## src/hdl/ss_pkg.sv

```systemverilog
// Save-state subsystem constants
// Bus widths, RAM geometry, region indices, register map and sequencer states
`default_nettype none

package ss_pkg;

    // ========================================
    // Save-state bus
    // ========================================
    localparam int SS_DATA_W      = 16;
    localparam int SS_ADDR_W      = 8;
    localparam int SS_IDX_W       = 1;
    localparam int SS_NUM_REGIONS = 2 ** SS_IDX_W;

    // Region indices, walked in ascending order
    localparam logic [SS_IDX_W-1:0] SS_IDX_CPU = 1'd0;
    localparam logic [SS_IDX_W-1:0] SS_IDX_SPR = 1'd1;

    // ========================================
    // Work RAM geometry
    // ========================================
    localparam int CPU_RAM_AW = 8;
    localparam int SPR_RAM_AW = 7;
    localparam int SPR_RAM_W  = 8;

    // ========================================
    // Host registers
    // ========================================
    localparam int CFG_ADDR_W = 2;
    localparam logic [CFG_ADDR_W-1:0] CFG_CTRL = 2'd0;
    localparam logic [CFG_ADDR_W-1:0] CFG_MASK = 2'd1;
    localparam logic [CFG_ADDR_W-1:0] CFG_STAT = 2'd2;

    // STAT holds busy and done below the word count
    localparam int WORD_CNT_W = SS_DATA_W - 2;

    // Sequencer FSM encoding
    localparam int SEQ_STATE_W = 3;
    localparam logic [SEQ_STATE_W-1:0] SEQ_IDLE  = 3'd0;
    localparam logic [SEQ_STATE_W-1:0] SEQ_FIND  = 3'd1;
    localparam logic [SEQ_STATE_W-1:0] SEQ_START = 3'd2;
    localparam logic [SEQ_STATE_W-1:0] SEQ_LOAD  = 3'd3;
    localparam logic [SEQ_STATE_W-1:0] SEQ_XFER  = 3'd4;
    localparam logic [SEQ_STATE_W-1:0] SEQ_NEXT  = 3'd5;

endpackage

`default_nettype wire
```

## src/hdl/ram_ss_adaptor.sv

```systemverilog
// Save-state adaptor for a single-port RAM
// Passes the owning port through, or hands the RAM to the save-state bus
// when this region is selected
`timescale 1ns/10ps
`default_nettype none

module ram_ss_adaptor #(
    parameter int                          WIDTH   = 8,
    parameter int                          WIDTHAD = 10,
    parameter logic [ss_pkg::SS_IDX_W-1:0] SS_IDX  = '0
) (
    input  wire                            clk,
    input  wire                            reset,
    input  wire                            wren_in,
    input  wire  [WIDTHAD-1:0]             addr_in,
    input  wire  [WIDTH-1:0]               data_in,
    output logic                           wren_out,
    output logic [WIDTHAD-1:0]             addr_out,
    output logic [WIDTH-1:0]               data_out,
    input  wire  [WIDTH-1:0]               q,
    input  wire  [ss_pkg::SS_IDX_W-1:0]    ss_sel,
    input  wire  [ss_pkg::SS_ADDR_W-1:0]   ss_addr,
    input  wire  [ss_pkg::SS_DATA_W-1:0]   ss_wdata,
    input  wire                            ss_write,
    input  wire                            ss_read,
    output logic                           ss_ack,
    output logic [ss_pkg::SS_DATA_W-1:0]   ss_rdata
);

    import ss_pkg::*;

    logic accessed;
    logic read_delay;

    assign accessed = (ss_sel == SS_IDX) && (ss_read || ss_write);

    assign addr_out = accessed ? ss_addr[WIDTHAD-1:0] : addr_in;
    assign data_out = accessed ? ss_wdata[WIDTH-1:0] : data_in;
    assign wren_out = accessed ? ss_write : wren_in;

    // Zero whenever not acking so the top level can OR both adaptors
    assign ss_rdata = ss_ack ? SS_DATA_W'(q) : '0;

    // Writes ack one cycle in, reads wait one more cycle for the RAM output
    always_ff @(posedge clk) begin
        if (reset) begin
            read_delay <= 1'b0;
            ss_ack     <= 1'b0;
        end else begin
            read_delay <= accessed && ss_read;
            ss_ack     <= accessed && !ss_ack && (ss_write || (ss_read && read_delay));
        end
    end

    // The sequencer must keep the access up until it has seen the ack
    assert property (@(posedge clk) disable iff (reset) ss_ack |-> accessed)
        else $error("ss_ack raised with no access to this region");

endmodule

`default_nettype wire

```

## config.mk

```make
export PLATFORM = sky130hd
export DESIGN_NAME = ram_ss_adaptor
export DESIGN_NICKNAME = d
export VERILOG_FILES = /design/src/hdl/ss_pkg.sv /design/src/hdl/ram_ss_adaptor.sv
export SDC_FILE = /design/constraint.sdc
export NUM_CORES = 1
export LEC_CHECK = 0
export ABC_AREA = 1
export ABC_CLOCK_PERIOD_IN_PS = 850
export BUFFER_PORTS_ARGS = -buffer_cell sky130_fd_sc_hd__buf_2
export CAP_MARGIN = 20
export CORE_MARGIN = 5
export CORE_UTILIZATION = 24
export DETAILED_ROUTE_END_ITERATION = 10
export PLACE_DENSITY = 0.75
export SETUP_SLACK_MARGIN = 0.05
export SLEW_MARGIN = 20
export SYNTH_ARGS = -nofsm -noshare
export SYNTH_HDL_FRONTEND = slang
export SYNTH_SLANG_ARGS = --single-unit
```

## constraint.sdc

```tcl
create_clock -name clk -period 0.85 [get_ports clk]
set_clock_uncertainty 0.2 [all_clocks]
set_input_delay 0.085 -clock clk [delete_from_list [all_inputs] [get_ports clk]]
set_output_delay 0.085 -clock clk [all_outputs]
set_load 0.02 [all_outputs]
```

==> flow_summary.yaml <==
outcome:
  status: "finished with violations"
  violations: "hold timing, setup timing"
die:
  row_count: 17
  io_pins: 92
  die_height_um: 57.46
  start_util_pct: 24.67
  design.core.area_um2: 2191
  die_w_um: 57.46
  die_area_um2: 3301
final_layout:
  regArea_um2: 43.79
  finish.instance_area_um2: 1628
  drive_gt1_share_pct: 79.26
  num_antenna_cells: 0
  area_growth_syn_to_layout_pct: 201.2
  final_cells: 216
  multi_input_area_um2: 719.4
  utilization_pct: 74.30
  fin_nets: 245
  fillers: 161
critical_path:
  worstSetupEndpointType: "output port"
  slowest_stage: "dfxtp_4"
  cp_num_buf_inv: 2
  path_cells: "nand2_1, inv_2, buf_4"
  crit_arrival_ns: 0.88
  critPathKind: "reg2out"
  cp.required_ns: 0.56
  reg2reg_to: "ss_ack"
  r2r_slack_ns: 0.01
  cp-start-kind: "flip-flop"
  r2r_start: "ss_ack"
  path_max_fanout: 10
  ff2ff_path_depth: 3
  cp_top_family: "flip-flops"
  critPathMaxStageDelay_ns: 0.39
drt:
  routed_wl_um: 3327
  avgRoutedWirePerCell_um: 15.40
  antenna_left: 0
  vias_per_cell: 4.708
  drtIter0Drc: 33
  drt_pre_antenna_iters: 4
  vias: 1017
  drcViolationCount: 0
timing:
  hold_viol: 2
  fin_crit_ns: 1.161
  tns_ns: -5.406
  timing.final.ws_setup_ns: -0.3113
  fmax_mhz: 861.1
  drv_slew: 0
  setup_viol: 28
  fin_crit_sh_pct: 136.6
  fin_hold_ws_ns: -0.1560
  grt_setup_unrepaired: "true"
power_and_ir_drop:
  irDropWorstVdd_uv: 710.1
  leakage_nw: 0.8528
  p_per_area_nw_per_um2: 821.2
clocking:
  h-tree-depth: 1
  numCtsBuffers: 3
  clk_path_buf_depth: 2
  clock_latency_ns: 0.24
  clock-sinks: 2
  root_buffer: "clkbuf_4"
  cts_tree: "done"
  clkTransAtPathRegs_ns: 0.04
placement:
  post_dp_cell_area_um2: 1022
  place_hpwl_um: 1769
  routabilityCongestion: 0.6949
  dp.cells: 201
  port_buffers: 75
global_route:
  grt_pass1_vias: 1077
  grt_max_degree: 11
  grt_overflow: 0
  antenna_found_initial: 0
  grt_pass1_wl_um: 4981
  grt_usage_pct: 19.50
yosys:
  ys_ff_latch: 2
  syn_area_per_cell_um2: 5.405
  yosysWarnings: 0
  synth_cells: 100
  seq_area_frac_synth_pct: 7.407
  synth_cell_type_count: 14
  syn_area_um2: 540.5
min_path:
  hold_path_startpoint: "reset"
  hold_depth: 2
  hp-class: "in2reg"
  hold_end: "read_delay"
job:
  drv_cap: 0
-- registers in the layout, indices dropped and copies added (netlist names) --
register    flops
read_delay      1
ss_ack          1
-- per-stage QoR --
step	hold slack [ns]	setup slack, ns	total power, mW
after floorplan	-0.04262	-0.07740	0.5165
after global placement	0.07131	-0.2318	0.7086
after detailed placement	0.08162	-0.2511	0.7118
after CTS	-0.1584	-0.3072	1.278
after global routing	-0.1651	-0.3771	1.422
final	-0.1560	-0.3113	1.337
-- worst max-delay path by stage --
stage	end	startpoint	cells past startpoint	slack (ns)
after floorplan	ss_ack	ss_ack	4	-0.08
after global placement	data_out[5]	ss_write	6	-0.23
after detailed placement	data_out[5]	ss_write	6	-0.25
after CTS	ss_rdata[3]	ss_ack	3	-0.31
after global routing	ss_rdata[2]	ss_ack	3	-0.38
final	ss_rdata[2]	ss_ack	3	-0.31
-- cell usage after synthesis --
cell / n / area [um^2]
buf_2: 1 / 5.000
buf_4: 8 / 60.06
buf_6: 2 / 22.52
buf_8: 1 / 15.01
clkbuf_8: 1 / 13.76
conb_1: 1 / 3.750
dfxtp_1: 2 / 40.04
inv_1: 11 / 41.29
inv_2: 1 / 3.750
inv_4: 1 / 6.260
nand2_1: 31 / 116.4
nand2_4: 3 / 33.78
nand3_1: 32 / 160.2
nor2_1: 5 / 18.77
-- what timing repair did --
item,4_1_cts,5_1_grt
setup buffers,2,1
endpoints found under the setup margin,29,29
pin swaps,29,12
endpoints found under the hold margin,2,2
gates resized for setup,95,15
cloned,8,0
-- placed cells by master, fill, tap and decap left out --
cell type	count
inv_12	1
clkbuf_1	1
nand2_8	8
buf_6	25
dfxtp_1	1
nand3_1	12
buf_2	45
buf_8	1
inv_16	1
nand3_4	6
buf_4	5
buf_16	1
nor2_4	2
clkbuf_4	3
nand2_2	16
nand2_1	12
inv_2	8
nand2_4	4
inv_1	2
dfxtp_4	1
conb_1	8
nor2_1	3
buf_12	6
nand3_2	14
inv_8	2
-- layout make-up --
cell class                      count  share of cell area, %
Timing Repair inverter              1                 0.9992
Tap cell                           28                  2.152
Sequential cell                     2                  2.690
Inverter                           13                  4.919
Timing Repair Buffer               83                  43.43
Clock buffer                        4                  1.614
Multi-Input combinational cell     85                  44.20
-- per-layer routing --
| metal | GRT usage, % | share of wire, % | wire length, um |
|---|---|---|---|
| met5 | 0 | 0 | 0 |
| met4 | 6.954 | 0.87 | 29 |
| met3 | 5.204 | 9.8 | 326 |
| met2 | 36.45 | 54 | 1784 |
| met1 | 20.58 | 36 | 1188 |
-- power breakdown --
part	leakage (nW)	switching, mW	internal, mW	total (mW)
combinational	0.821	0.526	0.462	0.989
sequential	0.0171	0.00507	0.0967	0.102
clock	0.0150	0.0712	0.175	0.247
total	0.853	0.602	0.734	1.34
-- kinds of logic (layout without fill, tap and decap cells) --
kind of cell	count (synthesis)	in the layout	share of synthesized area, %
flip-flops	2	2	7.408
buffers and inverters	26	101	31.02
AND/OR/NAND/NOR	71	77	60.88
other	1	8	0.6938
No activity file was read; power rests on OpenSTA's default activity.
