==> config.mk <==
export PLATFORM = sky130hd
export DESIGN_NAME = ss_config
export DESIGN_NICKNAME = d
export VERILOG_FILES = /design/src/hdl/ss_pkg.sv /design/src/hdl/ss_config.sv
export SDC_FILE = /design/constraint.sdc
export NUM_CORES = 1
export LEC_CHECK = 0
export BUFFER_PORTS_ARGS = -buffer_cell sky130_fd_sc_hd__buf_2
export CORE_MARGIN = 3
export CORE_UTILIZATION = 27
export CTS_CLUSTER_DIAMETER = 200
export DETAILED_ROUTE_END_ITERATION = 10
export HOLD_SLACK_MARGIN = 0.12
export MAX_ROUTING_LAYER = met4
export PLACE_DENSITY = 0.86
export SLEW_MARGIN = 20
export SYNTH_ARGS = -nofsm -noshare
export SYNTH_HDL_FRONTEND = slang
export SYNTH_SLANG_ARGS = --single-unit
==> constraint.sdc <==
create_clock -name clk -period 0.84 [get_ports clk]
set_input_delay 0.042 -clock clk [delete_from_list [all_inputs] [get_ports clk]]
set_output_delay 0.042 -clock clk [all_outputs]
set_load 0.02 [all_outputs]
==> src/hdl/ss_pkg.sv <==
// Save-state subsystem constants
// Bus widths, RAM geometry, region indices, register map and sequencer states
`default_nettype none

package ss_pkg;

    // ========================================
    // Save-state bus
    // ========================================
    localparam int SS_DATA_W      = 16;
    localparam int SS_ADDR_W      = 8;
    localparam int SS_IDX_W       = 1;
    localparam int SS_NUM_REGIONS = 2 ** SS_IDX_W;

    // Region indices, walked in ascending order
    localparam logic [SS_IDX_W-1:0] SS_IDX_CPU = 1'd0;
    localparam logic [SS_IDX_W-1:0] SS_IDX_SPR = 1'd1;

    // ========================================
    // Work RAM geometry
    // ========================================
    localparam int CPU_RAM_AW = 8;
    localparam int SPR_RAM_AW = 7;
    localparam int SPR_RAM_W  = 8;

    // ========================================
    // Host registers
    // ========================================
    localparam int CFG_ADDR_W = 2;
    localparam logic [CFG_ADDR_W-1:0] CFG_CTRL = 2'd0;
    localparam logic [CFG_ADDR_W-1:0] CFG_MASK = 2'd1;
    localparam logic [CFG_ADDR_W-1:0] CFG_STAT = 2'd2;

    // STAT holds busy and done below the word count
    localparam int WORD_CNT_W = SS_DATA_W - 2;

    // Sequencer FSM encoding
    localparam int SEQ_STATE_W = 3;
    localparam logic [SEQ_STATE_W-1:0] SEQ_IDLE  = 3'd0;
    localparam logic [SEQ_STATE_W-1:0] SEQ_FIND  = 3'd1;
    localparam logic [SEQ_STATE_W-1:0] SEQ_START = 3'd2;
    localparam logic [SEQ_STATE_W-1:0] SEQ_LOAD  = 3'd3;
    localparam logic [SEQ_STATE_W-1:0] SEQ_XFER  = 3'd4;
    localparam logic [SEQ_STATE_W-1:0] SEQ_NEXT  = 3'd5;

endpackage

`default_nettype wire
==> src/hdl/ss_config.sv <==
// Save-state host register block
// CTRL starts a save or restore, MASK picks the regions, STAT reports progress
`timescale 1ns/10ps
`default_nettype none

module ss_config (
    input  wire                                clk,
    input  wire                                reset,
    input  wire                                cfg_write,
    input  wire  [ss_pkg::CFG_ADDR_W-1:0]      cfg_addr,
    input  wire  [ss_pkg::SS_DATA_W-1:0]       cfg_wdata,
    output logic [ss_pkg::SS_DATA_W-1:0]       cfg_rdata,
    output logic                               go,
    output logic                               restore,
    output logic [ss_pkg::SS_NUM_REGIONS-1:0]  region_mask,
    input  wire                                busy,
    input  wire                                done,
    input  wire  [ss_pkg::WORD_CNT_W-1:0]      word_count
);

    import ss_pkg::*;

    logic ctrl_wr;
    logic restore_r;
    logic done_r;

    // CTRL is locked while an operation runs
    assign ctrl_wr = cfg_write && (cfg_addr == CFG_CTRL) && !busy;

    // Go is never stored, so it lasts exactly the cycle of the write
    assign go      = ctrl_wr && cfg_wdata[0];
    assign restore = ctrl_wr ? cfg_wdata[1] : restore_r;

    always_ff @(posedge clk) begin
        if (reset) begin
            restore_r   <= 1'b0;
            region_mask <= '0;
            done_r      <= 1'b0;
        end else begin
            if (ctrl_wr) begin
                restore_r <= cfg_wdata[1];
            end
            if (cfg_write && (cfg_addr == CFG_MASK)) begin
                region_mask <= cfg_wdata[SS_NUM_REGIONS-1:0];
            end
            // Sticky until the next operation starts
            if (done) begin
                done_r <= 1'b1;
            end else if (go) begin
                done_r <= 1'b0;
            end
        end
    end

    // ========================================
    // Read-back
    // ========================================
    always_comb begin
        case (cfg_addr)
            CFG_CTRL: cfg_rdata = {{(SS_DATA_W-2){1'b0}}, restore_r, 1'b0};
            CFG_MASK: cfg_rdata = SS_DATA_W'(region_mask);
            CFG_STAT: cfg_rdata = {word_count, done_r, busy};
            default:  cfg_rdata = '0;
        endcase
    end

endmodule

`default_nettype wire

==> summary.md, run 1 <==
| Metric | Value |
|---|---|
| Detail Placement HPWL | `about 840 um` |
| Share of cells above drive strength 1 | `80.2%` |
| Vias in the first global route | `483` |
| Inserted Clock Buffers | `3` |
| CP Launch Type | `flip-flop` |
| Hold path cells | `3` |
| Slowest stage delay, CP | `about 0.32 ns` |
| Clk_skew | `0 ns` |
| Initial core utilization | `approximately 31%` |
| Most frequent cells in the layout | `33 x buf_2, 14 x and2_2, 8 x buf_6` |
| Mean Syn Cell Area | `9.34 sq um` |
| Total Power | `0.746 mW` |
| Die W | `about 43 um` |
| Highest clock rate | `between 900 and 1000 MHz` |
| DIE HEIGHT | `around 43 um` |
| # nets final | `135` |
| 1st-pass router iterations | `1` |
| Largest area contributor in the netlist | `and2_2` |
| Slew Limit Fails | `0` |
| Layout fillers | `110` |
| CTS sink cnt | `4` |
| Failing checks | `negative setup slack` |
| R2R setup slack | `0.14 ns` |
| Final worst slack | `-0.171 ns` |
| Final WL | `~1.3 mm` |
| CP Class | `reg -> out` |
| IO Pins | `between 50 and 60` |
| Synthesized area | `364 sq um` |
| Gpl congestion | `around 0.72` |
| GRT Total Usage | `around 16%` |
| RSZ-0062 raised after global routing | `true` |
| PwrDens | `~920 nW/um^2` |
| Post-route antenna net violation count | `0` |
| Reg2reg path depth | `2` |
| Post-synthesis sequential area ratio | `22.0%` |
| Setup TNS Final | `-0.464 ns` |
| Slew @ Worst Pin | `roughly 0.27 ns` |
| Distinct cells, synth | `15` |
| Final setup vio count | `4` |
| Placed cells | `between 90 and 100` |
| IO buf count | `42` |
| Slew margin rel. | `between 80 and 90%` |
| WP buf/inv | `1` |
| CP Cell Sequence | `mux2_4 -> buf_6` |
| Hold EP | `restore_r` |
| Htree depth | `1` |
| Status | `finished with violations` |
| DR WL/cell | `12.2 um` |
| Critical path's top delay family | `flip-flops` |
| Minimum clock period | `1.01 ns` |
| Max VDD drop | `774 uV` |
| P_leak | `roughly 0.45 nW` |
| Root buffer cell | `clkbuf_4` |
| Max-cap violations | `0` |
| FF+latch count, synth | `4` |
| CTS Buffer Depth | `2` |
| Place WS | `-0.210 ns` |
| CP max-delay cell | `dfxtp_2` |
| Hold Path Class | `in -> reg` |
| Min-delay src | `reset` |
| Cell depth of the worst setup path | `2` |
| Area Growth Syn to Fin | `122%` |
| Tcrit/Tclk final | `120%` |
| Top post-synthesis cells by area | `and2_2 29%, dfxtp_1 22%, mux2i_1 11%` |
| First-pass GRT wire length | `between 2 and 2.5 mm` |
| Reg-to-Reg End | `done_r` |
| Ys Warns | `0` |
| Clock transition at path regs | `around 0.040 ns` |
| R2r startpoint | `done_r` |
| Vias | `487` |
| Clk_lat worst skew | `0.24 ns` |
| Final Hold Viols | `0` |
| Synth Net Count | `between 70 and 80` |
| Die area | `1830 sq um` |
| Synth top area share | `28.9%` |
| GRT overflow | `0` |
| Crit-path max FO | `3` |
| TritonCTS clock tree | `yes` |
| DRC viols | `0` |
| Iteration-0 DRC Markers | `0` |
| Most common cell after layout, fill and taps aside | `buf_2` |
| Largest net degree at the start of global routing | `16` |
| Num rows | `12` |
| Cell count after synthesis | `39` |
| Diodes inserted | `0` |
| Vias/cell | `approximately 4.4` |
| Crit. End Element | `primary output` |
| Req. time, crit path | `roughly 0.8 ns` |
| Initial antenna violation count | `0` |
| Critical path arrival | `between 0.9 and 1 ns` |
| Core Area | `1190 sq um` |
| Fin cells | `110` |
synth_stat cells, drive strengths merged:
cell type / instances
and2: 15
nand2b: 5
dfxtp: 4
mux2i: 4
and2b: 2
a22o: 1
a311oi: 1
and3b: 1
clkbuf: 1
inv: 1
mux2: 1
nor2: 1
nor4b: 1
o2bb2ai: 1
repair_timing:
action	4_1_cts	5_1_grt
gates cloned	0	1
setup buffers	2	0
setup endpoints to repair	18	23
endpoints found under the hold margin	4	0
resized for setup	19	8
hold buffers	7	0
pin swaps	4	1
through the flow:
stage / area [sq um] / util (%) / hold WS, ns
final: 810 / 68.2 / 0.193
after global routing: 810 / 68.2 / 0.224
after CTS: 773 / 65.2 / 0.153
after detailed placement: 611 / 51.5 / 0.262
after global placement: 611 / 51.5 / 0.257
after floorplan: 364 / - / 0.114
worst reg2reg max path: cells and delay by family (launching register included):
family,cells,cell delay [ns]
AO/OA/AOI/OAI,1,0.23
flip-flops,1,0.32
AND/OR/NAND/NOR,1,0.05
power breakdown:
| part | switching (mW) | internal (mW) | leakage, nW | total (mW) |
|---|---|---|---|---|
| Clock | 0.0843 | 0.160 | 0.0138 | 0.244 |
| Combinational | 0.128 | 0.168 | 0.407 | 0.296 |
| Sequential | 0.00554 | 0.200 | 0.0339 | 0.206 |
| Total | 0.217 | 0.529 | 0.454 | 0.746 |
logic make-up (layout without fill, tap and decap cells):
family | Yosys count | in the layout | share of synthesized area, %
compound gates | 3 | 3 | 7.56
buf+inv | 2 | 58 | 2.06
flops | 4 | 4 | 22.0
simple gates | 25 | 26 | 54.3
mux | 5 | 5 | 14.1
how the worst max path moves through the flow:
stage | start | to
floorplan | cfg_addr[0] | restore
global placement | cfg_addr[0] | restore
detailed placement | cfg_addr[0] | restore
CTS | restore_r | restore
global route | restore_r | restore
finish | restore_r | restore
area by class of cell:
| type | instances | area (sq um) | area share, % |
|---|---|---|---|
| clock buffer | 3 | 22.5 | 2.78 |
| timing repair buffer | 54 | 375 | 46.4 |
| multi-input combinational | 34 | 307 | 37.9 |
| sequential | 4 | 83.8 | 10.4 |
| tap | 14 | 17.5 | 2.16 |
| inverter | 1 | 3.75 | 0.464 |
per-layer routing:
layer / track usage, % / up-vias / part of all wire (%)
li1: - / 247 / -
met1: 13.9 / 202 / 31
met2: 31.1 / 32 / 55
met3: 4.24 / 6 / 11
met4: 9.32 / 0 / 3.4
met5: - / - / 0
state kept, by name (all words and copies together) (netlist names):
| signal | cells |
|---|---|
| region_mask | 2 |
| restore_r | 1 |
| done_r | 1 |
Note: power is estimated with default switching activity, not from simulation.
==> run 2: changes to the inputs <==
--- a/config.mk
+++ b/config.mk
@@ -6,10 +6,10 @@
 export NUM_CORES = 1
 export LEC_CHECK = 0
 export BUFFER_PORTS_ARGS = -buffer_cell sky130_fd_sc_hd__buf_2
-export CORE_MARGIN = 3
-export CORE_UTILIZATION = 27
+export CORE_AREA = 3 3 40 42
 export CTS_CLUSTER_DIAMETER = 200
 export DETAILED_ROUTE_END_ITERATION = 10
+export DIE_AREA = 0 0 43 45
 export HOLD_SLACK_MARGIN = 0.12
 export MAX_ROUTING_LAYER = met4
 export PLACE_DENSITY = 0.86
==> constraint.sdc (replaced) <==
create_clock -name clk -period 1.2 [get_ports clk]
set_input_delay 0.06 -clock clk [delete_from_list [all_inputs] [get_ports clk]]
set_output_delay 0.06 -clock clk [all_outputs]
set_load 0.02 [all_outputs]
==> summary.md, run 2 (synthesized netlist as in run 1, its figures left out) <==
| Metric | Value |
|---|---|
| Post-route antenna net violation count | `0 (unchanged)` |
| Htree depth | `1 (unchanged)` |
| Min-delay src | `cfg_wdata[1] (was reset)` |
| Max VDD drop | `404 uV (was 774 uV)` |
| CP max-delay cell | `dlygate4sd3_1 (was dfxtp_2)` |
| Total Power | `0.465 mW (was 0.746 mW)` |
| CP Launch Type | `input port (was flip-flop)` |
| Core Area | `1280 sq um (was 1190 sq um)` |
| Hold path cells | `3 (unchanged)` |
| Final WL | `1.06 mm (was 1.34 mm)` |
| Status | `complete, no violations (was finished with violations)` |
| Critical path arrival | `1.01 ns (was 0.97 ns)` |
| Max FFs per register | `2 (unchanged)` |
| # nets final | `126 (was 135)` |
| RSZ-0062 raised after global routing | `false (was true)` |
| IO buf count | `42 (unchanged)` |
| Placed cells | `96 (was 97)` |
| Switching Fraction | `28.5% (was 29.1%)` |
| Gpl congestion | `0.708 (was 0.722)` |
| TritonCTS clock tree | `yes (unchanged)` |
| 1st-pass router iterations | `4 (was 1)` |
| Layout fillers | `126 (was 110)` |
| Reg-to-Reg End | `done_r (unchanged)` |
| Fin cells | `102 (was 110)` |
| Combinational cell fraction of total power | `34.2% (was 39.7%)` |
| Hold EP | `restore_r (unchanged)` |
| Crit-path max FO | `3 (unchanged)` |
| CP Class | `in -> out (was reg -> out)` |
| Area Growth Syn to Fin | `78.4% (was 122%)` |
| Most common cell after layout, fill and taps aside | `buf_2 (unchanged)` |
| Die W | `43 um (was 42.7 um)` |
| Reg2reg path depth | `2 (unchanged)` |
| Highest clock rate | `around 940 MHz` |
| Iteration-0 DRC Markers | `5 (was 0)` |
| Minimum clock period | `approximately 1.1 ns` |
| Num rows | `13 (was 12)` |
| Clock transition at path regs | `0.04 ns (about the same)` |
| Hold Path Class | `in -> reg (unchanged)` |
| Share of cells above drive strength 1 | `75.9% (was 80.2%)` |
| Slew @ Worst Pin | `0.229 ns (was 0.269 ns)` |
| WP buf/inv | `3 (was 1)` |
| Setup Fix Bufs, Post-CTS | `0 (was 2)` |
| Vias in the first global route | `380 (was 483)` |
| Biggest register | `region_mask (unchanged)` |
| Vias | `445 (was 487)` |
| CP Cell Sequence | `dlygate4sd3_1 -> buf_2 -> and2_1 -> buf_2 (was mux2_4 -> buf_6)` |
| CTS sink cnt | `4 (unchanged)` |
| DIE HEIGHT | `45 um (was 42.7 um)` |
| Max-cap violations | `0 (unchanged)` |
| First-pass GRT wire length | `1.59 mm (was 2.12 mm)` |
| R2r startpoint | `done_r (unchanged)` |
| Final setup vio count | `0 (was 4)` |
| Die area | `1940 sq um (was 1830 sq um)` |
| Req. time, crit path | `1.14 ns (was 0.80 ns)` |
| DRC viols | `0 (unchanged)` |
| Initial core utilization | `28.3% (was 30.7%)` |
| P_leak | `0.375 nW (was 0.454 nW)` |
| Inserted Clock Buffers | `3 (unchanged)` |
| Critical path's top delay family | `buffers and inverters (was flip-flops)` |
| CTS Buffer Depth | `2 (unchanged)` |
| Sequential Power Share | `30.7% (was 27.6%)` |
| Vias/cell | `4.36 (was 4.43)` |
| Reg area | `80.1 sq um (was 83.8 sq um)` |
| Most used cell, CP | `buf_2` |
| Final Hold Viols | `0 (unchanged)` |
| Sw Pwr | `0.133 mW (was 0.217 mW)` |
| Slowest stage delay, CP | `0.53 ns (was 0.32 ns)` |
| Most frequent cells in the layout | `42 x buf_2, 14 x and2_2, 5 x nand2b_1 (was 33 x buf_2, 14 x and2_2, 8 x buf_6)` |
| Clk_skew | `0 ns (unchanged)` |
| Initial antenna violation count | `0 (unchanged)` |
| Largest regs | `region_mask x2, done_r x1, restore_r x1 (unchanged)` |
| Diodes inserted | `0 (unchanged)` |
| Slew margin rel. | `84.7% (was 82.0%)` |
| Root buffer cell | `clkbuf_4 (unchanged)` |
| Clk_lat worst skew | `0.23 ns (was 0.24 ns)` |
| GRT overflow | `0 (unchanged)` |
| Slew Limit Fails | `0 (unchanged)` |
| Largest net degree at the start of global routing | `16 (unchanged)` |
| Setup TNS Final | `0 ns (was -0.464 ns)` |
| R2R setup slack | `0.48 ns (was 0.14 ns)` |
| PwrDens | `717 nW/um^2 (was 922 nW/um^2)` |
| Clock Power Share | `35.1% (was 32.8%)` |
| DR WL/cell | `10.4 um (was 12.2 um)` |
| Crit. End Element | `primary output (unchanged)` |
| Tcrit/Tclk final | `between 80% and 90%` |
| IO Pins | `57 (unchanged)` |
| Area of the multi-input gates | `277 sq um (was 307 sq um)` |
| GRT Total Usage | `11.3% (was 16.3%)` |
| Cell internal pwr | `0.333 mW (was 0.529 mW)` |
| Detail Placement HPWL | `893 um (was 835 um)` |
==> run 2: cell types whose count changed in the layout (fill, tap and decap cells not counted), moves of 2 or more <==
| cell | before | now |
|---|---|---|
| buf_2 | 33 | 42 |
| buf_6 | 8 | 0 |
| buf_4 | 6 | 1 |
| dfxtp_1 | 1 | 4 |
| dfxtp_2 | 3 | 0 |
| dlygate4sd3_1 | 5 | 3 |
| dlymetal6s4s_1 | 2 | 0 |
==> run 2: layer usage <==
layer | vias up | GRT usage (%) | part of all wire (%)
li1 | 226 | - | -
met1 | 178 | 11.5 | 36
met2 | 41 | 17.7 | 44
met3 | 0 | 3.98 | 20
met5 | - | - | 0
met4 | 0 | 9.04 | 0
==> run 2: what timing repair did <==
item	4_1_cts	5_1_grt
setup endpoints to repair	0	0
gates resized for setup	0	0
endpoints found under the hold margin	2	0
hold buffers	3	0
==> run 2: worst register-to-register path, delay by kind of cell (launching register included) <==
kind             cells  cell delay, ns
flip-flops           1            0.33
AO/OA/AOI/OAI        1            0.25
AND/OR/NAND/NOR      1            0.05
==> run 2: stage by stage <==
stage          worst slack [ns]  hold WS [ns]  util (%)  instance area (sq um)
2_1_floorplan             0.326         0.132         -                    364
3_3_place_gp              0.132         0.272      46.4                    597
3_5_place_dp              0.129         0.286      46.4                    597
4_1_cts                   0.128         0.149      50.5                    649
5_1_grt                  0.0924         0.161      50.5                    649
6_report                  0.134         0.156      50.5                    649
==> run 2: worst max-delay path by stage <==
stage | start | to | slack [ns] | depth (start not counted)
floorplan | cfg_addr[0] | restore | 0.33 | 2
global placement | cfg_addr[0] | restore | 0.13 | 4
detailed placement | cfg_addr[0] | restore | 0.13 | 4
CTS | cfg_addr[0] | restore | 0.13 | 4
global route | cfg_addr[0] | restore | 0.09 | 4
finish | cfg_wdata[0] | go | 0.13 | 4
==> run 2: final cells by class <==
| cell class | instances | area share, % |
|---|---|---|
| Clock buffer | 3 | 3.47 |
| Inverter | 1 | 0.578 |
| Multi-Input combinational cell | 33 | 42.6 |
| Sequential cell | 4 | 12.3 |
| Tap cell | 15 | 2.89 |
| Timing Repair Buffer | 46 | 38.2 |
==> run 2: power groups by stage <==
| stage | Sequential (mW) | Combinational (mW) | Clock, mW |
|---|---|---|---|
| finish | 0.143 | 0.159 | 0.163 |
| global route | 0.144 | 0.173 | 0.178 |
| CTS | 0.143 | 0.161 | 0.174 |
| detailed placement | 0.145 | 0.153 | 0 |
| global placement | 0.145 | 0.150 | 0 |
| floorplan | 0.147 | 0.0804 | 0 |
