[src/hdl/ss_pkg.sv]
// Save-state subsystem constants
// Bus widths, RAM geometry, region indices, register map and sequencer states
`default_nettype none

package ss_pkg;

    // ========================================
    // Save-state bus
    // ========================================
    localparam int SS_DATA_W      = 16;
    localparam int SS_ADDR_W      = 8;
    localparam int SS_IDX_W       = 1;
    localparam int SS_NUM_REGIONS = 2 ** SS_IDX_W;

    // Region indices, walked in ascending order
    localparam logic [SS_IDX_W-1:0] SS_IDX_CPU = 1'd0;
    localparam logic [SS_IDX_W-1:0] SS_IDX_SPR = 1'd1;

    // ========================================
    // Work RAM geometry
    // ========================================
    localparam int CPU_RAM_AW = 8;
    localparam int SPR_RAM_AW = 7;
    localparam int SPR_RAM_W  = 8;

    // ========================================
    // Host registers
    // ========================================
    localparam int CFG_ADDR_W = 2;
    localparam logic [CFG_ADDR_W-1:0] CFG_CTRL = 2'd0;
    localparam logic [CFG_ADDR_W-1:0] CFG_MASK = 2'd1;
    localparam logic [CFG_ADDR_W-1:0] CFG_STAT = 2'd2;

    // STAT holds busy and done below the word count
    localparam int WORD_CNT_W = SS_DATA_W - 2;

    // Sequencer FSM encoding
    localparam int SEQ_STATE_W = 3;
    localparam logic [SEQ_STATE_W-1:0] SEQ_IDLE  = 3'd0;
    localparam logic [SEQ_STATE_W-1:0] SEQ_FIND  = 3'd1;
    localparam logic [SEQ_STATE_W-1:0] SEQ_START = 3'd2;
    localparam logic [SEQ_STATE_W-1:0] SEQ_LOAD  = 3'd3;
    localparam logic [SEQ_STATE_W-1:0] SEQ_XFER  = 3'd4;
    localparam logic [SEQ_STATE_W-1:0] SEQ_NEXT  = 3'd5;

endpackage

`default_nettype wire
[src/hdl/m68k_ram_ss_adaptor.sv]
// Save-state adaptor for the byte-lane CPU RAM
// Same takeover as the generic adaptor; save-state writes hit both lanes
`timescale 1ns/10ps
`default_nettype none

module m68k_ram_ss_adaptor #(
    parameter int                          WIDTHAD = 10,
    parameter logic [ss_pkg::SS_IDX_W-1:0] SS_IDX  = '0
) (
    input  wire                            clk,
    input  wire                            reset,
    input  wire                            lds_n_in,
    input  wire                            uds_n_in,
    input  wire  [WIDTHAD-1:0]             addr_in,
    input  wire  [15:0]                    data_in,
    output logic                           lds_n_out,
    output logic                           uds_n_out,
    output logic [WIDTHAD-1:0]             addr_out,
    output logic [15:0]                    data_out,
    input  wire  [15:0]                    q,
    input  wire  [ss_pkg::SS_IDX_W-1:0]    ss_sel,
    input  wire  [ss_pkg::SS_ADDR_W-1:0]   ss_addr,
    input  wire  [ss_pkg::SS_DATA_W-1:0]   ss_wdata,
    input  wire                            ss_write,
    input  wire                            ss_read,
    output logic                           ss_ack,
    output logic [ss_pkg::SS_DATA_W-1:0]   ss_rdata
);

    import ss_pkg::*;

    logic accessed;
    logic read_delay;

    assign accessed = (ss_sel == SS_IDX) && (ss_read || ss_write);

    assign addr_out  = accessed ? ss_addr[WIDTHAD-1:0] : addr_in;
    assign data_out  = accessed ? ss_wdata[15:0] : data_in;
    // A save-state word always covers both bytes
    assign lds_n_out = accessed ? !ss_write : lds_n_in;
    assign uds_n_out = accessed ? !ss_write : uds_n_in;

    assign ss_rdata = ss_ack ? SS_DATA_W'(q) : '0;

    always_ff @(posedge clk) begin
        if (reset) begin
            read_delay <= 1'b0;
            ss_ack     <= 1'b0;
        end else begin
            read_delay <= accessed && ss_read;
            ss_ack     <= accessed && !ss_ack && (ss_write || (ss_read && read_delay));
        end
    end

    // The sequencer must keep the access up until it has seen the ack
    assert property (@(posedge clk) disable iff (reset) ss_ack |-> accessed)
        else $error("ss_ack raised with no access to this region");

endmodule

`default_nettype wire

[config.mk]
export PLATFORM = sky130hd
export DESIGN_NAME = m68k_ram_ss_adaptor
export DESIGN_NICKNAME = d
export VERILOG_FILES = /design/src/hdl/ss_pkg.sv /design/src/hdl/m68k_ram_ss_adaptor.sv
export SDC_FILE = /design/constraint.sdc
export NUM_CORES = 1
export LEC_CHECK = 0
export BUFFER_PORTS_ARGS = -buffer_cell sky130_fd_sc_hd__buf_2
export CORE_MARGIN = 2
export CORE_UTILIZATION = 25
export DETAILED_ROUTE_END_ITERATION = 8
export PLACE_DENSITY_LB_ADDON = 0.3
export SKIP_CTS_REPAIR_TIMING = 1
export SLEW_MARGIN = 40
export SYNTH_ARGS = -nofsm -noshare
export SYNTH_HDL_FRONTEND = slang
export SYNTH_SLANG_ARGS = --single-unit
[constraint.sdc]
create_clock -name clk -period 2.7 [get_ports clk]
set_clock_uncertainty 0.2 [all_clocks]
set_input_delay 0.27 -clock clk [delete_from_list [all_inputs] [get_ports clk]]
set_output_delay 0.27 -clock clk [all_outputs]
set_load 0.01 [all_outputs]
==> results of run 1 <==
power groups by stage:
stage                     logic (W)  clock network (W)  registers [W]
final                      0.000186          0.0000678      0.0000333
after global routing       0.000204          0.0000742      0.0000339
after CTS                  0.000189          0.0000716      0.0000333
after detailed placement   0.000188                  0      0.0000337
after global placement     0.000186                  0      0.0000336
after floorplan            0.000100                  0      0.0000327
cell type report:
| type | instances | area [um2] |
|---|---|---|
| Fill cell | 210 | 1010 |
| Timing Repair Buffer | 118 | 593 |
| Multi-Input combinational cell | 50 | 507 |
| Sequential cell | 2 | 40.0 |
| Tap cell | 28 | 35.0 |
| Clock buffer | 3 | 22.5 |
| Inverter | 2 | 7.51 |
routing by layer:
metal | GRT usage, % | vias up | wire [um] | share of wire (%)
li1 | - | 433 | - | -
met1 | 16.2 | 353 | 756 | 37
met2 | 24.0 | 55 | 1060 | 52
met3 | 2.57 | 0 | 227 | 11
met4 | 4.27 | 0 | 0 | 0
met5 | 0 | - | 0 | 0
cells by family (layout without fill, tap and decap cells):
family                 count (synthesis)  in the layout  synth area share [%]
AOI/OAI and AO/OA                      4              4                  5.78
buffers and inverters                  5            123                  6.42
DFF                                    2              2                  6.85
muxes                                 24             24                  57.8
and+or+nand+nor                       22             22                  23.1
cell usage in the layout (no fill, tap or decap):
cell and n:
dfxtp_1 2, mux2_2 6, mux2_4 18, clkbuf_4 3, nor2_1 1, and2_1 18, nand2b_1 1, buf_4 1
a21oi_1 3, buf_2 117, o21bai_4 1, nor4_1 1, inv_1 2, nor2b_1 1
worst max-delay path, delay by kind of cell:
kind            cells  cell delay [ps]
compound gates      1              120
buf+inv             3              640
mux                 1              380
how the worst min path moves through the flow:
stage          start         end  cells after the start
6_report       reset  read_delay                      2
4_1_cts        reset  read_delay                      2
5_1_grt        reset  read_delay                      2
3_5_place_dp   reset  read_delay                      2
3_3_place_gp   reset  read_delay                      2
2_1_floorplan  reset  read_delay                      1
stage by stage:
| step | area, um2 | total power [W] |
|---|---|---|
| CTS | 1200 | 0.000294 |
| global placement | 1180 | 0.000219 |
| finish | 1200 | 0.000287 |
| detailed placement | 1180 | 0.000222 |
| floorplan | 584 | 0.000133 |
| global route | 1200 | 0.000312 |
state kept, by name, summed over array words and instances (netlist names):
signal and flops:
read_delay 1, ss_ack 1
==> results.sh, run 1 <==
export IMPL_die_h_um=52.3
export IMPL_period_share_pct=69.5
export IMPL_worst_slew_pin_slew_ps=397
export IMPL_r2r_setup_slack_ps=1690
export IMPL_slowest_stage="mux2_2"
export IMPL_p_clk_share_pct=23.6
export IMPL_area_delta_synth_final_pct=106
export IMPL_yosysUniqueCellTypes=14
export IMPL_critPathMaxFanout=26
export IMPL_dieArea_mm2=0.00274
export IMPL_crit_top_cell="buf_2"
export IMPL_powerDensity_mw_per_mm2=239
export IMPL_critPathLaunchType="input pin"
export IMPL_vdd_drop_max_mv=0.169
export IMPL_clock_path_buffers=2
export IMPL_synthTopCellsByArea="mux2_4 46%, and2_1 19%, mux2_2 12%"
export IMPL_critPathArrivalTime_ps=1410
export IMPL_wl_um=2050
export IMPL_synth_main_ff_cell="dfxtp_1"
export IMPL_antenna_found_initial=0
export IMPL_finalHoldViolCount=0
export IMPL_holdWs_ps=21.9
export IMPL_cap_violations=0
export IMPL_dp_slack_ps=809
export IMPL_p_int_w=0.000195
export IMPL_yosysTopAreaCell="mux2_4"
export IMPL_cts_buffers=3
export IMPL_drive_gt1_share_pct=83.4
export IMPL_p_sw_w=0.0000928
export IMPL_power_frac_seq_pct=11.6
export IMPL_boundaryPins=118
export IMPL_place_detailed_hpwl_um=1800
export IMPL_endpoint="addr_out[1]"
export IMPL_rr_startpoint="ss_ack"
export IMPL_ant_nets=0
export IMPL_h_tree_depth=1
export IMPL_drt_iter0_drc=3
export IMPL_cts_tree="built"
export IMPL_firstDrtPassIters=2
export IMPL_nets=250
export IMPL_grt_max_degree=27
export IMPL_final_instance_count_excl_fill=203
export IMPL_syn_area_um2=584
export IMPL_cp_slowest_stage_delay_ps=380
export IMPL_synth_common_cells="18 x and2_1, 18 x mux2_4, 6 x mux2_2"
export IMPL_final_util_pct=54.5
export IMPL_slew_limit_headroom_pct=73.5
export IMPL_grt_usage_pct=13.5
export IMPL_p_leak_nw=0.780
export IMPL_min_path_type="input pin to register"
export IMPL_syn_inst=57
export IMPL_worst_r2r_path_depth=1
export IMPL_place_congestion=0.755
export IMPL_fmax_mhz=533
export IMPL_rsz0062_at_grt="false"
export IMPL_synth_edf_count=0
export IMPL_critical_path_required_ps=2230
export IMPL_finalSetupViolCount=0
export IMPL_crit_type="input pin to output pin"
export IMPL_report_final_slew_viol_count=0
export IMPL_io_buffers=117
export IMPL_status="finished clean"
export IMPL_fp_row_count=17
export IMPL_drc=0
export IMPL_n_antenna_cell=0
export IMPL_synth_avg_cell_area_um2=10.3
export IMPL_crit_chain="buf_2 -> o21bai_4 -> buf_4 -> mux2_2 -> buf_2"
export IMPL_r2r_end="ss_ack"
export IMPL_min_period_ps=1880
export IMPL_dp_cells=200
export IMPL_core_area_mm2=0.00221
export IMPL_initial_utilization_pct=26.4
export IMPL_p_sw_share_pct=32.3
export IMPL_fin_setup_tns_ps=0
export IMPL_routedWlPerCell_um=10.1
export IMPL_vias=841
export IMPL_fin_ws_ps=824
export IMPL_synth_seq_area_share_pct=6.85
export IMPL_cts_reportedPaths_clkPinSlew_ps=30
export IMPL_viasPerCell=4.14
export IMPL_synth_nets=130
export IMPL_pwr_share_comb_pct=64.8
export IMPL_cts_root_buf="clkbuf_4"
export IMPL_ys_ff_latch=2
export IMPL_clock_sinks=2
export IMPL_grt_pass1_wl_um=2900
export IMPL_synth_top_area_share_pct=46.3
export IMPL_startpoint="ss_write"
export IMPL_yosys_warnings=0
export IMPL_grt_overflow_total=0
export IMPL_grt_pass1_vias=757
export IMPL_ys_async_sr_fraction_pct=0
export IMPL_die_w_um=52.3
export IMPL_clock_latency_ps=220
export IMPL_worstSetupEndpointType="output pin"
No activity file was read; power rests on OpenSTA's default activity.
==> run 2, diff against run 1 <==
--- a/config.mk
+++ b/config.mk
@@ -7,7 +7,7 @@
 export LEC_CHECK = 0
 export BUFFER_PORTS_ARGS = -buffer_cell sky130_fd_sc_hd__buf_2
 export CORE_MARGIN = 2
-export CORE_UTILIZATION = 25
+export CORE_UTILIZATION = 22
 export DETAILED_ROUTE_END_ITERATION = 8
 export PLACE_DENSITY_LB_ADDON = 0.3
 export SKIP_CTS_REPAIR_TIMING = 1
==> constraint.sdc (replaced) <==
create_clock -name clk -period 1.6 [get_ports clk]
set_clock_uncertainty 0.2 [all_clocks]
set_input_delay 0.16 -clock clk [delete_from_list [all_inputs] [get_ports clk]]
set_output_delay 0.16 -clock clk [all_outputs]
set_load 0.01 [all_outputs]
==> run 2 against run 1 <==
First-iteration DRC count rose to 8.0 times the previous value. Largest power group unchanged. Combinational power grew 74%. Largest cell class unchanged. Routed wire length is 1.5% higher. Critical path depth did not move. Worst hold slack improved by 46 ps. Global-route usage down 0.58 points. Total power up 70%. Non-clock buffer count increased by 2. Core utilization decreased by 4.9 points. Critical path type unchanged.
==> results.sh, run 2 (synthesis results as in run 1) <==
export IMPL_status="finished clean"
export IMPL_finalSetupViolCount=0
export IMPL_die_w_um=55.5
export IMPL_routedWlPerCell_um=10.0
export IMPL_dieArea_mm2=0.00308
export IMPL_p_clk_share_pct=22.4
export IMPL_nets=252
export IMPL_grt_overflow_total=0
export IMPL_ant_nets=0
export IMPL_worst_slew_pin_slew_ps=380
export IMPL_pwr_share_comb_pct=66.2
export IMPL_fp_row_count=18
export IMPL_cts_buffers=3
export IMPL_drc=0
export IMPL_finalHoldViolCount=0
export IMPL_p_sw_w=0.000154
export IMPL_core_area_mm2=0.00250
export IMPL_top_regs="read_delay (1), ss_ack (1)"
export IMPL_cap_violations=0
export IMPL_wl_um=2080
export IMPL_p_leak_nw=0.793
export IMPL_place_congestion=0.704
export IMPL_report_final_slew_viol_count=0
export IMPL_power_frac_seq_pct=11.5
export IMPL_fillCellCount=231
export IMPL_drive_gt1_share_pct=82.5
export IMPL_clock_latency_ps=220
export IMPL_n_antenna_cell=0
export IMPL_fin_setup_tns_ps=0
export IMPL_place_detailed_hpwl_um=1870
export IMPL_dp_slack_ps=87.6
export IMPL_final_cell_mix="117 x buf_2, 18 x and2_1, 18 x mux2_4, 6 x mux2_2"
export IMPL_clock_path_buffers=2
export IMPL_h_tree_depth=1
export IMPL_viasPerCell=4.19
export IMPL_clock_sinks=2
export IMPL_critPathArrivalTime_ps=1140
export IMPL_initial_utilization_pct=23.4
export IMPL_cts_tree="built"
export IMPL_antenna_found_initial=0
export IMPL_fin_ws_ps=98.2
export IMPL_boundaryPins=118
export IMPL_critPathLaunchType="input pin"
export IMPL_crit_type="input pin to output pin"
export IMPL_holdWs_ps=67.9
export IMPL_layout_commonest_cell="buf_2"
export IMPL_cts_reportedPaths_clkPinSlew_ps=30
export IMPL_fmax_mhz=666
export IMPL_worstSetupEndpointType="output pin"
export IMPL_io_buffers=117
export IMPL_vias=867
export IMPL_drt_iter0_drc=24
export IMPL_grt_max_degree=27
export IMPL_cts_root_buf="clkbuf_4"
export IMPL_vdd_drop_max_mv=0.272
export IMPL_critPathMaxFanout=26
export IMPL_grt_pass1_vias=840
export IMPL_area_delta_synth_final_pct=112
export IMPL_firstDrtPassIters=4
export IMPL_final_util_pct=49.6
export IMPL_min_period_ps=1500
export IMPL_powerDensity_mw_per_mm2=395
export IMPL_period_share_pct=93.9
export IMPL_grt_usage_pct=12.9
export IMPL_rsz0062_at_grt="false"
export IMPL_slew_limit_headroom_pct=74.7
export IMPL_p_int_w=0.000335
export IMPL_min_path_type="input pin to register"
export IMPL_critical_path_required_ps=1240
export IMPL_grt_pass1_wl_um=3370
export IMPL_die_h_um=55.5
export IMPL_p_sw_share_pct=31.5
run 2: cell types whose count changed in the layout (fill, tap and decap cells not counted), sizes merged:
cell         before  now
dlygate4sd3       0    2
run 2: stage by stage:
step                      instance area (um2)  cells  total power, W
final                                    1240    207        0.000489
after global routing                     1240    207        0.000523
after CTS                                1220    205        0.000495
after detailed placement                 1200    202        0.000380
after global placement                   1200    202        0.000375
after floorplan                           584     57        0.000224
run 2: path summary, 6_finish.rpt:
kind         startpoint           to  slack, ps  depth (start not counted)
max            ss_write  addr_out[3]        100                          5
max reg2reg      ss_ack       ss_ack        610                          1
min reg2reg  read_delay       ss_ack        320                          2
min             ss_read   read_delay         70                          3
run 2: layer usage:
metal | track usage, % | vias up | part of all wire, %
li1 | - | 436 | -
met3 | 1.64 | 0 | 10
met4 | 5.23 | 0 | 0
met2 | 26.0 | 61 | 56
met1 | 13.1 | 370 | 33
met5 | 0 | - | 0
run 2: worst max-delay path: stages:
cell	delay (ps)
buf_2	130
o21bai_4	150
buf_12	210
mux2_2	350
buf_2	140
run 2: cell type report:
type	count	area, um2	area share [%]
Multi-Input combinational cell	50	507	40.9
Inverter	2	7.51	0.605
Clock buffer	3	22.5	1.82
Tap cell	30	37.5	3.03
Timing Repair Buffer	120	626	50.5
Sequential cell	2	40.0	3.23
run 2: power groups by stage:
stage                     clock network, W  registers, W  logic [W]
after global routing              0.000115     0.0000575   0.000350
final                             0.000109     0.0000561   0.000324
after CTS                         0.000115     0.0000561   0.000324
after floorplan                          0     0.0000553   0.000169
after global placement                   0     0.0000565   0.000319
after detailed placement                 0     0.0000568   0.000323
==> run 3, diff against run 2 <==
--- a/config.mk
+++ b/config.mk
@@ -7,7 +7,7 @@
 export LEC_CHECK = 0
 export BUFFER_PORTS_ARGS = -buffer_cell sky130_fd_sc_hd__buf_2
 export CORE_MARGIN = 2
-export CORE_UTILIZATION = 22
+export CORE_UTILIZATION = 25
 export DETAILED_ROUTE_END_ITERATION = 8
 export PLACE_DENSITY_LB_ADDON = 0.3
 export SKIP_CTS_REPAIR_TIMING = 1
==> constraint.sdc (replaced) <==
create_clock -name clk -period 1.5 [get_ports clk]
set_clock_uncertainty 0.2 [all_clocks]
set_input_delay 0.15 -clock clk [delete_from_list [all_inputs] [get_ports clk]]
set_output_delay 0.15 -clock clk [all_outputs]
set_load 0.01 [all_outputs]
==> run 3 against run 2 <==
Sequential cell count is the same. Critical path type unchanged. Largest cell class unchanged. Critical endpoint is now addr_out[0]. Setup slack worse by 82 ps. Critical path depth unchanged. Routed wire length rose by 7.5%. Cell area up 2.5%.
==> results.sh, run 3 (synthesis results as in run 1) <==
export IMPL_status="finished clean"
export IMPL_io_buffers=117
export IMPL_rr_startpoint="ss_ack"
export IMPL_slowest_stage="mux2_2"
export IMPL_fin_setup_tns_ps=0
export IMPL_ant_nets=0
export IMPL_critPathLaunchType="input pin"
export IMPL_final_cell_mix="113 x buf_2, 20 x mux2_4, 18 x and2_1, 4 x mux2_2, 4 x buf_6"
export IMPL_min_path_type="input pin to register"
export IMPL_cp_slowest_stage_delay_ps=350
export IMPL_cts_root_buf="clkbuf_4"
export IMPL_boundaryPins=118
export IMPL_place_area_mm2=0.00119
export IMPL_critical_path_required_ps=1150
export IMPL_min_period_ps=1480
export IMPL_min_from="ss_read"
export IMPL_powerDensity_mw_per_mm2=428
export IMPL_holdWs_ps=50.8
export IMPL_final_util_pct=57.5
export IMPL_worst_slew_pin_slew_ps=194
export IMPL_crit_top_cell="buf_2"
export IMPL_fmax_mhz=674
export IMPL_final_cell_area_mm2=0.00127
export IMPL_wl_um=2230
export IMPL_grt_pass1_wl_um=2930
export IMPL_finalSetupViolCount=0
export IMPL_critPathMaxFanout=26
export IMPL_path_delay_family="buffers and inverters"
export IMPL_place_congestion=0.767
export IMPL_fin_ws_ps=16.2
export IMPL_cap_violations=0
export IMPL_fillCellCount=213
export IMPL_cp_num_buf_inv=3
export IMPL_dieArea_mm2=0.00274
export IMPL_core_area_mm2=0.00221
export IMPL_p_leak_nw=0.811
export IMPL_area_delta_synth_final_pct=118
export IMPL_grt_usage_pct=14.0
export IMPL_drc=0
export IMPL_cts_tree="built"
export IMPL_clock_latency_ps=220
export IMPL_routedWlPerCell_um=10.9
export IMPL_n_antenna_cell=0
export IMPL_die_h_um=52.3
export IMPL_vias=860
export IMPL_clock_sinks=2
export IMPL_fp_row_count=17
export IMPL_drt_iter0_drc=2
export IMPL_worstSetupEndpointType="output pin"
export IMPL_critPathArrivalTime_ps=1130
export IMPL_finalHoldViolCount=0
export IMPL_initial_utilization_pct=26.4
export IMPL_cts_buffers=3
export IMPL_nets=252
export IMPL_grt_pass1_vias=764
export IMPL_rsz0062_at_grt="true"
export IMPL_vdd_drop_max_mv=0.385
export IMPL_crit_type="input pin to output pin"
export IMPL_clock_path_buffers=2
export IMPL_slew_limit_headroom_pct=87.0
export IMPL_drive_gt1_share_pct=83.1
export IMPL_firstDrtPassIters=2
export IMPL_dp_slack_ps=-7.84
export IMPL_grt_overflow_total=0
export IMPL_grt_max_degree=27
export IMPL_antenna_found_initial=0
export IMPL_period_share_pct=98.9
export IMPL_die_w_um=52.3
export IMPL_layout_commonest_cell="buf_2"
export IMPL_startpoint="ss_write"
export IMPL_viasPerCell=4.20
export IMPL_h_tree_depth=1
export IMPL_crit_chain="buf_2 -> o21bai_4 -> buf_12 -> mux2_2 -> buf_2"
export IMPL_cts_reportedPaths_clkPinSlew_ps=30
export IMPL_top_regs="read_delay (1), ss_ack (1)"
export IMPL_report_final_slew_viol_count=0
## run 3: cell counts in the layout (fill, tap and decap cells not counted)
Identical to the previous run, type by type.
## run 3: cell type report
| class | instances | area (um2) | area share [%] |
|---|---|---|---|
| sequential | 2 | 41.3 | 3.25 |
| timing repair buffer | 120 | 651 | 51.2 |
| inverter | 2 | 7.51 | 0.591 |
| clock buffer | 3 | 22.5 | 1.77 |
| multi-input combinational | 50 | 514 | 40.5 |
| tap | 28 | 35.0 | 2.76 |
## run 3: report_power, final
part / total [W] / internal, W / switching (W)
Sequential: 0.0000602 / 0.0000562 / 0.00000400
Clock: 0.000121 / 0.0000884 / 0.0000322
Combinational: 0.000364 / 0.000227 / 0.000137
Total: 0.000544 / 0.000371 / 0.000173
## run 3: through the flow
stage               std cells  total power, W
floorplan                  57        0.000239
global placement          200        0.000400
detailed placement        200        0.000407
CTS                       203        0.000537
global route              205        0.000584
finish                    205        0.000544
## run 3: worst paths after layout
| kind | endpoint | slack, ps | depth (start not counted) |
|---|---|---|---|
| max reg2reg | ss_ack | 570 | 1 |
| min reg2reg | ss_ack | 310 | 2 |
| max | addr_out[0] | 20 | 5 |
| min | read_delay | 50 | 3 |
## run 3: metal layers
layer	GRT usage (%)	wire length, um	vias to the layer above
li1	-	-	438
met1	14.0	729	369
met2	27.5	1280	53
met3	2.29	219	0
met4	6.41	0	0
met5	0	0	-
## run 3: tightest hold or removal path, delay by kind of cell
| family | cells | cell delay, ps |
|---|---|---|
| buffers and inverters | 1 | 130 |
| AND/OR/NAND/NOR | 2 | 150 |
